**src/verilog/ctrl_pkg.sv**
```systemverilog
`default_nettype none

package ctrl_pkg;

    // sequencer states
    typedef enum logic [2:0] {
        st_reset,
        st_fetch,
        st_and,
        st_add,
        st_add_wb,
        st_overflow
    } cu_state_t;

    typedef enum logic [2:0] {
        alu_nop = 3'd0,
        alu_add = 3'd1,
        alu_sub = 3'd2,
        alu_and = 3'd3
    } alu_op_t;

    typedef logic [2:0] sel_t;     // datapath mux select

    localparam logic [5:0] OP_RTYPE  = 6'h00;
    localparam logic [5:0] FUNCT_ADD = 6'h20;
    localparam logic [5:0] FUNCT_AND = 6'h24;

    // index of the final step in each multi-step sequence
    localparam int unsigned FETCH_LAST = 10;
    localparam int unsigned AND_LAST   = 3;
    localparam int unsigned OVF_LAST   = 5;

    localparam sel_t SEL_REG_RD      = 3'd2;
    localparam sel_t SEL_REG_SP      = 3'd4;   // stack pointer register
    localparam sel_t SEL_WB_ALU      = 3'd1;
    localparam sel_t SEL_WB_SP_INIT  = 3'd7;   // initial sp value
    localparam sel_t SEL_B_FOUR      = 3'd1;
    localparam sel_t SEL_B_OFFSET    = 3'd3;
    localparam sel_t SEL_A_REG       = 3'd1;
    localparam sel_t SEL_PC_EXC      = 3'd2;
    localparam sel_t SEL_ADDR_ALU    = 3'd1;
    localparam sel_t SEL_ADDR_VECTOR = 3'd4;   // exception vector address

endpackage

`default_nettype wire

```
**src/verilog/step_counter.sv**
```systemverilog
`timescale 1ns/1ns
`default_nettype none

// counts the steps inside the current sequence
module step_counter #(
    parameter int unsigned STEP_W = 4
) (
    input  wire               clk,
    input  wire               reset,
    input  wire               step_clr,
    output logic [STEP_W-1:0] step
);

    always_ff @(posedge clk) begin
        if (reset || step_clr) begin
            step <= '0;              // every sequence restarts at step 0
        end else begin
            step <= step + 1'b1;
        end
    end

endmodule

`default_nettype wire

```
**src/verilog/control_fsm.sv**
```systemverilog
`timescale 1ns/1ns
`default_nettype none

module control_fsm #(
    parameter int unsigned STEP_W = 4
) (
    input  wire                 clk,
    input  wire                 reset,
    input  wire [STEP_W-1:0]    step,
    input  wire [5:0]           opcode,
    input  wire [5:0]           funct,
    input  wire                 overflow,
    output ctrl_pkg::cu_state_t state,
    output logic                step_clr
);

    import ctrl_pkg::*;

    cu_state_t next_state;

    // last step of the running sequence
    always_comb begin
        case (state)
            st_reset,
            st_add,
            st_add_wb:   step_clr = (step == '0);          // single cycle states
            st_fetch:    step_clr = (step == STEP_W'(FETCH_LAST));
            st_and:      step_clr = (step == STEP_W'(AND_LAST));
            st_overflow: step_clr = (step == STEP_W'(OVF_LAST));
            default:     step_clr = 1'b1;
        endcase
    end

    // state only moves when a sequence ends
    always_comb begin
        next_state = state;
        if (step_clr) begin
            case (state)
                st_fetch: begin
                    if (opcode == OP_RTYPE && funct == FUNCT_AND) begin
                        next_state = st_and;
                    end else if (opcode == OP_RTYPE && funct == FUNCT_ADD) begin
                        next_state = st_add;
                    end else begin
                        next_state = st_fetch;     // anything else is a no-op
                    end
                end
                st_add: begin
                    next_state = overflow ? st_overflow : st_add_wb;
                end
                default: begin
                    next_state = st_fetch;
                end
            endcase
        end
    end

    always_ff @(posedge clk) begin
        if (reset) begin
            state <= st_reset;
        end else begin
            state <= next_state;
        end
    end

endmodule

`default_nettype wire

```
**src/verilog/control_decode.sv**
```systemverilog
`timescale 1ns/1ns
`default_nettype none

// moore decode of state and step into the datapath control word
module control_decode #(
    parameter int unsigned STEP_W = 4
) (
    input  wire ctrl_pkg::cu_state_t state,
    input  wire [STEP_W-1:0]         step,
    output logic                     pc_w,
    output logic                     ir_w,
    output logic                     a_w,
    output logic                     b_w,
    output logic                     alu_out_w,
    output logic                     reg_w,
    output logic                     epc_w,
    output logic                     reset_out,
    output ctrl_pkg::alu_op_t        alu_op,
    output ctrl_pkg::sel_t           pc_src,
    output ctrl_pkg::sel_t           reg_dst,
    output ctrl_pkg::sel_t           mem_to_reg,
    output ctrl_pkg::sel_t           alu_src_a,
    output ctrl_pkg::sel_t           alu_src_b,
    output ctrl_pkg::sel_t           iord
);

    import ctrl_pkg::*;

    always_comb begin
        pc_w       = 1'b0;
        ir_w       = 1'b0;
        a_w        = 1'b0;
        b_w        = 1'b0;
        alu_out_w  = 1'b0;
        reg_w      = 1'b0;
        epc_w      = 1'b0;
        reset_out  = 1'b0;
        alu_op     = alu_nop;
        pc_src     = '0;
        reg_dst    = '0;
        mem_to_reg = '0;
        alu_src_a  = '0;
        alu_src_b  = '0;
        iord       = '0;

        case (state)
            st_reset: begin
                reset_out  = 1'b1;
                reg_w      = 1'b1;
                reg_dst    = SEL_REG_SP;
                mem_to_reg = SEL_WB_SP_INIT;    // load sp with its start value
            end
            st_fetch: begin
                case (step)
                    STEP_W'(0), STEP_W'(1), STEP_W'(2): begin
                        alu_op    = alu_add;    // pc + 4
                        alu_src_b = SEL_B_FOUR;
                    end
                    STEP_W'(3): begin
                        alu_op    = alu_add;
                        alu_src_b = SEL_B_FOUR;
                        alu_out_w = 1'b1;
                    end
                    STEP_W'(4): begin
                        alu_op    = alu_add;
                        alu_src_b = SEL_B_FOUR;
                        iord      = SEL_ADDR_ALU;
                    end
                    STEP_W'(5): begin
                        alu_op    = alu_add;
                        alu_src_b = SEL_B_FOUR;
                        iord      = SEL_ADDR_ALU;
                        pc_w      = 1'b1;
                        ir_w      = 1'b1;
                        a_w       = 1'b1;
                        b_w       = 1'b1;
                    end
                    STEP_W'(6), STEP_W'(7), STEP_W'(8): begin
                        alu_op    = alu_add;    // branch target precompute
                        alu_src_b = SEL_B_OFFSET;
                        iord      = SEL_ADDR_ALU;
                        alu_out_w = 1'b1;
                    end
                    STEP_W'(9): begin
                        alu_op    = alu_add;
                        alu_src_b = SEL_B_OFFSET;
                        iord      = SEL_ADDR_ALU;
                    end
                    default: ;                  // decode slot stays quiet
                endcase
            end
            st_and: begin
                if (step == STEP_W'(AND_LAST)) begin
                    reg_w      = 1'b1;
                    reg_dst    = SEL_REG_RD;
                    mem_to_reg = SEL_WB_ALU;
                end else begin
                    alu_op     = alu_and;
                    alu_src_a  = SEL_A_REG;
                    alu_out_w  = 1'b1;
                end
            end
            st_add: begin
                alu_op    = alu_add;
                alu_src_a = SEL_A_REG;
                alu_out_w = 1'b1;
            end
            st_add_wb: begin
                reg_w      = 1'b1;              // same write-back as and
                reg_dst    = SEL_REG_RD;
                mem_to_reg = SEL_WB_ALU;
            end
            st_overflow: begin
                case (step)
                    STEP_W'(0): begin
                        alu_op    = alu_sub;    // back to the faulting pc
                        alu_src_b = SEL_B_FOUR;
                        alu_out_w = 1'b1;
                    end
                    STEP_W'(1): epc_w = 1'b1;
                    STEP_W'(2), STEP_W'(3), STEP_W'(4): begin
                        pc_w   = 1'b1;
                        pc_src = SEL_PC_EXC;
                    end
                    STEP_W'(5): iord = SEL_ADDR_VECTOR;
                    default: ;
                endcase
            end
            default: ;
        endcase
    end

endmodule

`default_nettype wire

```
**src/verilog/ctrl_unit.sv**
```systemverilog
`timescale 1ns/1ns
`default_nettype none

module ctrl_unit #(
    parameter int unsigned STEP_W = 4
) (
    input  wire                clk,
    input  wire                reset,
    input  wire                overflow,
    input  wire [5:0]          opcode,
    input  wire [5:0]          funct,
    output logic               pc_w,
    output logic               ir_w,
    output logic               a_w,
    output logic               b_w,
    output logic               alu_out_w,
    output logic               reg_w,
    output logic               epc_w,
    output logic               reset_out,
    output ctrl_pkg::alu_op_t  alu_op,
    output ctrl_pkg::sel_t     pc_src,
    output ctrl_pkg::sel_t     reg_dst,
    output ctrl_pkg::sel_t     mem_to_reg,
    output ctrl_pkg::sel_t     alu_src_a,
    output ctrl_pkg::sel_t     alu_src_b,
    output ctrl_pkg::sel_t     iord
);

    import ctrl_pkg::*;

    logic [STEP_W-1:0] step;
    logic              step_clr;
    cu_state_t         state;

    step_counter #(.STEP_W(STEP_W)) u_step_counter (
        .clk      (clk),
        .reset    (reset),
        .step_clr (step_clr),
        .step     (step)
    );

    control_fsm #(.STEP_W(STEP_W)) u_control_fsm (
        .clk      (clk),
        .reset    (reset),
        .step     (step),
        .opcode   (opcode),
        .funct    (funct),
        .overflow (overflow),
        .state    (state),
        .step_clr (step_clr)
    );

    // control word follows state and step directly
    control_decode #(.STEP_W(STEP_W)) u_control_decode (
        .state      (state),
        .step       (step),
        .pc_w       (pc_w),
        .ir_w       (ir_w),
        .a_w        (a_w),
        .b_w        (b_w),
        .alu_out_w  (alu_out_w),
        .reg_w      (reg_w),
        .epc_w      (epc_w),
        .reset_out  (reset_out),
        .alu_op     (alu_op),
        .pc_src     (pc_src),
        .reg_dst    (reg_dst),
        .mem_to_reg (mem_to_reg),
        .alu_src_a  (alu_src_a),
        .alu_src_b  (alu_src_b),
        .iord       (iord)
    );

endmodule

`default_nettype wire

```
**config.mk**
```make
export PLATFORM = sky130hd
export DESIGN_NAME = ctrl_unit
export DESIGN_NICKNAME = d
export VERILOG_FILES = /design/src/verilog/ctrl_pkg.sv /design/src/verilog/step_counter.sv /design/src/verilog/control_fsm.sv /design/src/verilog/control_decode.sv /design/src/verilog/ctrl_unit.sv
export SDC_FILE = /design/constraint.sdc
export NUM_CORES = 1
export LEC_CHECK = 0
export ABC_AREA = 1
export BUFFER_PORTS_ARGS = -buffer_cell sky130_fd_sc_hd__buf_2
export CAP_MARGIN = 20
export CORE_ASPECT_RATIO = 0.75
export CORE_MARGIN = 2
export CORE_UTILIZATION = 48
export CTS_CLUSTER_DIAMETER = 50
export DETAILED_ROUTE_END_ITERATION = 10
export GPL_TIMING_DRIVEN = 0
export PLACE_DENSITY = 0.82
export SLEW_MARGIN = 20
export SYNTH_ARGS = -nofsm -noshare
export SYNTH_HDL_FRONTEND = slang
export SYNTH_SLANG_ARGS = --single-unit
```
**constraint.sdc**
```tcl
create_clock -name clk -period 5.1 [get_ports clk]
set_clock_uncertainty 0.15 [all_clocks]
set_input_delay 1.53 -clock clk [delete_from_list [all_inputs] [get_ports clk]]
set_output_delay 1.53 -clock clk [all_outputs]
set_load 0.1 [all_outputs]
```
# --- Word level (Yosys, flattened, before mapping) ---
# Index checks and enable logic that the tools add are counted.
op_classes:
  addsub: 1
  n_eq_ne: 17
  muxes: 36
  n_reduce_logical: 14
ops:
  columns: ["cell", "n"]
  rows:
  - ["$pmux 3 s2", 4]
  - ["$pmux 3 s3", 2]
  - ["$eq 4x3->1 const B", 4]
  - ["$mux 1", 16]
  - ["$eq 4x4->1 const B", 3]
  - ["$eq 6x6->1 const B", 2]
  - ["$pmux 3 s4", 1]
  - ["$reduce_or 6->1", 2]
  - ["$mux 2", 5]
  - ["$reduce_or 10->1", 1]
  - ["$mux 3", 3]
  - ["$eq 4x2->1 const B", 2]
  - ["$pmux 1 s4", 2]
  - ["$reduce_or 4->1", 2]
  - ["$eq 3x2->1 const B", 2]
  - ["$eq 3x3->1 const B", 2]
  - ["$logic_not 6->1", 1]
  - ["$reduce_or 3->1", 2]
  - ["$add 4x1->4 const B", 1]
  - ["$eq 4x1->1 const B", 1]
  - ["$logic_not 4->1", 1]
  - ["$pmux 1 s2", 2]
  - ["$pmux 2 s2", 1]
  - ["$eq 3x1->1 const B", 1]
  - ["other kinds (4)", 5]
word_totals:
  reg_bits: 7
  output_inout_bits: 29

# --- Longest topological paths before layout ---
depth:
  depth_word: 5
  depth_mapped: 9

# --- Modules after synthesis ---
# From an unflattened synthesis, not the netlist that was laid out.
hier_totals:
  cells_unflattened: 153
  hier_area_um2: 820.8
modules_own_cells:
  columns: ["module", "instances", "cells_per_inst", "area_each_um2", "seq_area_each_um2"]
  rows:
  - ["control_decode", 1, 72, 355.3, 0.0]
  - ["control_fsm", 1, 63, 317.8, 60.1]
  - ["step_counter", 1, 18, 147.6, 80.1]

# --- Worst setup path before layout ---
# Ideal clock, no wire load.
synth_path:
  kind: "flip-flop to output port"
  start: "register u_step_counter.step[0]"
  end: "output port alu_op[1]"
  t_arrival_ps: 2857
  t_required_ps: 3420
  slack_ps: 563
  path_stages_with_launch: 5
  n_path_buf: 0
  cell_sequence: "dfxtp_1 ha_1 nand3_2 inv_1 o21ai_0"
synth_between:
  elab_chain_cells: 3
  elab_cells_between_ends: 5
synth_lines:
  columns: ["element", "line_no", "rtl"]
  rows:
  - ["start, declared", "step_counter.sv:11", "output logic [STEP_W-1:0] step"]
  - ["start signal, assigned", "step_counter.sv:18", "step <= step + 1'b1;"]
  - ["$eq 4x2->1 or $logic_not 4->1 (tied branches)", "control_decode.sv:93, control_decode.sv:114", null]
  - ["$mux 2, on equally long branches", "control_decode.sv:93, control_decode.sv:114", null]
  - ["$pmux 3 s4 (*)", "control_decode.sv:46", "case (state)"]
  - ["end, declared", "ctrl_unit.sv:20", "output ctrl_pkg::alu_op_t alu_op,"]
# Every way passes the cells marked *; elsewhere a longest branch is shown, timed or not.

# --- Worst setup path after layout ---
layout_path:
  start: "register u_step_counter.step[0]"
  end: "output port alu_src_b[0]"
layout_between:
  elab_chain_cells: 4
  elab_cells_between_ends: 15
layout_lines:
  columns: ["element", "line_no", "rtl"]
  rows:
  - ["$eq 4x1->1, or another cell as far along", "control_decode.sv:54", "case (step)"]
  - ["$reduce_or 6->1 (no line) or $reduce_or 4->1 (tied branches)", null, null]
  - ["$pmux 2 s2", "control_decode.sv:54", null]
  - ["$pmux 3 s2 (*)", "control_decode.sv:46", null]
  - ["end, declared", "ctrl_unit.sv:25", "output ctrl_pkg::sel_t alu_src_b,"]
# Marks and branches as above.

==> impl_metrics.tcl <==
set metrics [dict create \
    min_path_type "reg2reg" \
    cts_htree_levels 1 \
    worstPathArrival_ps 1930 \
    ys_ff_latch 7 \
    cp_cell_sequence "inv_1 > ha_1 > o21ai_1 > nand2_1 > nor2_1 > nand3_1 > nand2_1 > nand2_1 > buf_2" \
    status "complete, no violations" \
    hold_viol_final 0 \
    layout.nets 201 \
    clockBufferDepth 2 \
    setup_tns_ps 0 \
    critPathBufInv 2 \
    drt-pass1-iter-count 4 \
    drive_gt1_share_pct 44.2 \
    die_y_um 40.7 \
    layout_min_cycle_time_ps 3610 \
    dr_total_vias 905 \
    start_util_pct 50.5 \
    avgRoutedWirePerCell_um 9.66 \
    critPathSlowestCell "dfxtp_1" \
    drv_cap 0 \
    yosys-top-cells-area "dfxtp_1 (16%), buf_4 (12%), nor2_1 (9.6%)" \
    synth.distinct_cells 24 \
    gp_congestion 0.785 \
    grt_usage_pct 19.4 \
    grt_max_degree 8 \
    first_iter_violations 10 \
    hpwl_um 1690 \
    core_um2 1710 \
    min_period_over_period_pct 70.8 \
    syn_area_um2 862 \
    layout_common_cells "buf_2 (35), nor2_1 (22), nand2_1 (19)" \
    netlist_instances 135 \
    area_delta_synth_final_pct 29.6 \
    ios 44 \
    drtAntennaViolNets 0 \
    cts-root-buf "clkbuf_4" \
    cts_tree "built" \
    pre_cts_slack_ps 1740 \
    end_kind "primary output" \
    yosys.area.top_type "dfxtp_1" \
    cp.required_ps 3420 \
    port_buffers 35 \
    rsz0062_at_grt "false" \
    die_area_um2 2150 \
    antenna_cells 0 \
    grt_pass1_vias 717 \
    post_cts_resized 0 \
    netlist.area_leader.share_pct 16.3 \
    clk_latency_ps 250 \
    finalSetupViolCount 0 \
    cts_buffers 3 \
    critical_path.most_common_cell "nand2_1" \
    grt_antenna_before_repair 0 \
    yosysSeqAreaShare_pct 16.3 \
    drt_wl_total_um 1960 \
    critPathMaxFanout 5 \
    nFillCells 163 \
    cts.sinks 7 \
    gr-total-overflow 0 \
    setup_ws_ps 1490 \
    die_w_um 52.9 \
    cts_setup_buffers 0 \
    crit_family "simple AND/OR/NAND/NOR gates" \
    layout.cells.most_common "buf_2" \
    ys_warn_count 0 \
    route.detailed.drc 0 \
    slew_viol_final 0 \
    ctsHoldBuffers 0 \
    via_per_inst 4.46 \
    cp_slowest_stage_delay_ps 410 \
    grt_pass1_wl_um 3040 \
    clk_pin_slew_ps 50 \
    post_synth.cell_area_avg_um2 6.39 \
    rows 13 \
    clock.fmax_mhz 277 \
    critical_path_class "reg2out" \
    start_kind "flip-flop" \
]
[cells in the mapped netlist]
cell type,n
inv_1,16
nor3_1,2
nand2_4,1
inv_2,7
o21ai_1,1
xnor2_1,1
dfxtp_1,7
nand3_2,5
a21oi_1,1
nand3_4,1
o21ai_0,3
nor2_4,2
nand3_1,11
nor2_8,1
nor2_1,22
nand2_2,4
nand4_1,3
nor2_2,7
buf_4,14
nand2_1,19
o22ai_1,1
ha_1,4
conb_1,1
xor2_1,1
[registers in the layout, summed over array words and instances, names as in the netlist]
signal and cells:
u_step_counter.step 4, u_control_fsm.state 3
[logic make-up after synthesis]
| kind of cell | Yosys count | share of synthesized area [%] |
|---|---|---|
| fa+ha+maj | 4 | 5.81 |
| flops | 7 | 16.3 |
| simple gates | 78 | 49.6 |
| other cells | 1 | 0.435 |
| compound gates | 6 | 3.63 |
| xor+xnor | 2 | 2.03 |
| buf+inv | 37 | 22.2 |
[worst reg2reg max path, stage by stage (launching register included)]
cell,delay (ps)
dfxtp_1,410
inv_1,90
ha_1,230
inv_1,100
nor2_4,50
nand2_2,120
nand3_4,100
nor2_8,130
nand2_4,80
nor2_2,80
[layout make-up]
cell class	instances	area, um2	share of cell area (%)
repair buffers	35	175	15.7
plain buffers	14	105	9.41
clock buffers	4	26.3	2.35
multi-input cells	98	557	49.8
inverters	23	86.3	7.73
well taps	22	27.5	2.46
flip-flops and latches	7	140	12.5
[path summary, 6_finish.rpt]
kind	slack, ps	cells after the start	start	to
setup reg to reg	3490	9	u_step_counter.step[0]	u_step_counter.step[0]
hold / removal	350	1	u_step_counter.step[0]	u_step_counter.step[0]
setup / recovery	1490	9	u_step_counter.step[0]	alu_src_b[0]
hold reg to reg	350	1	u_step_counter.step[0]	u_step_counter.step[0]
[metal layers]
metal	global-route usage (%)	up-vias	part of all wire (%)
met1	25.9	383	49
met5	0	-	0
met2	34.7	34	44
met3	1.09	2	6.7
met4	5.77	0	0.56
li1	-	486	-
[through the flow]
stage	hold WS [ps]	utilization, %	instances	instance area, um2
after floorplan	304	-	142	888
after CTS	364	65.4	203	1120
after global placement	327	63.9	199	1090
after detailed placement	351	63.9	199	1090
after global routing	376	65.4	203	1120
final	350	65.4	203	1120
Power is not shown: default switching activity piles up to over one toggle a cycle in this logic, so the estimate is an artifact.
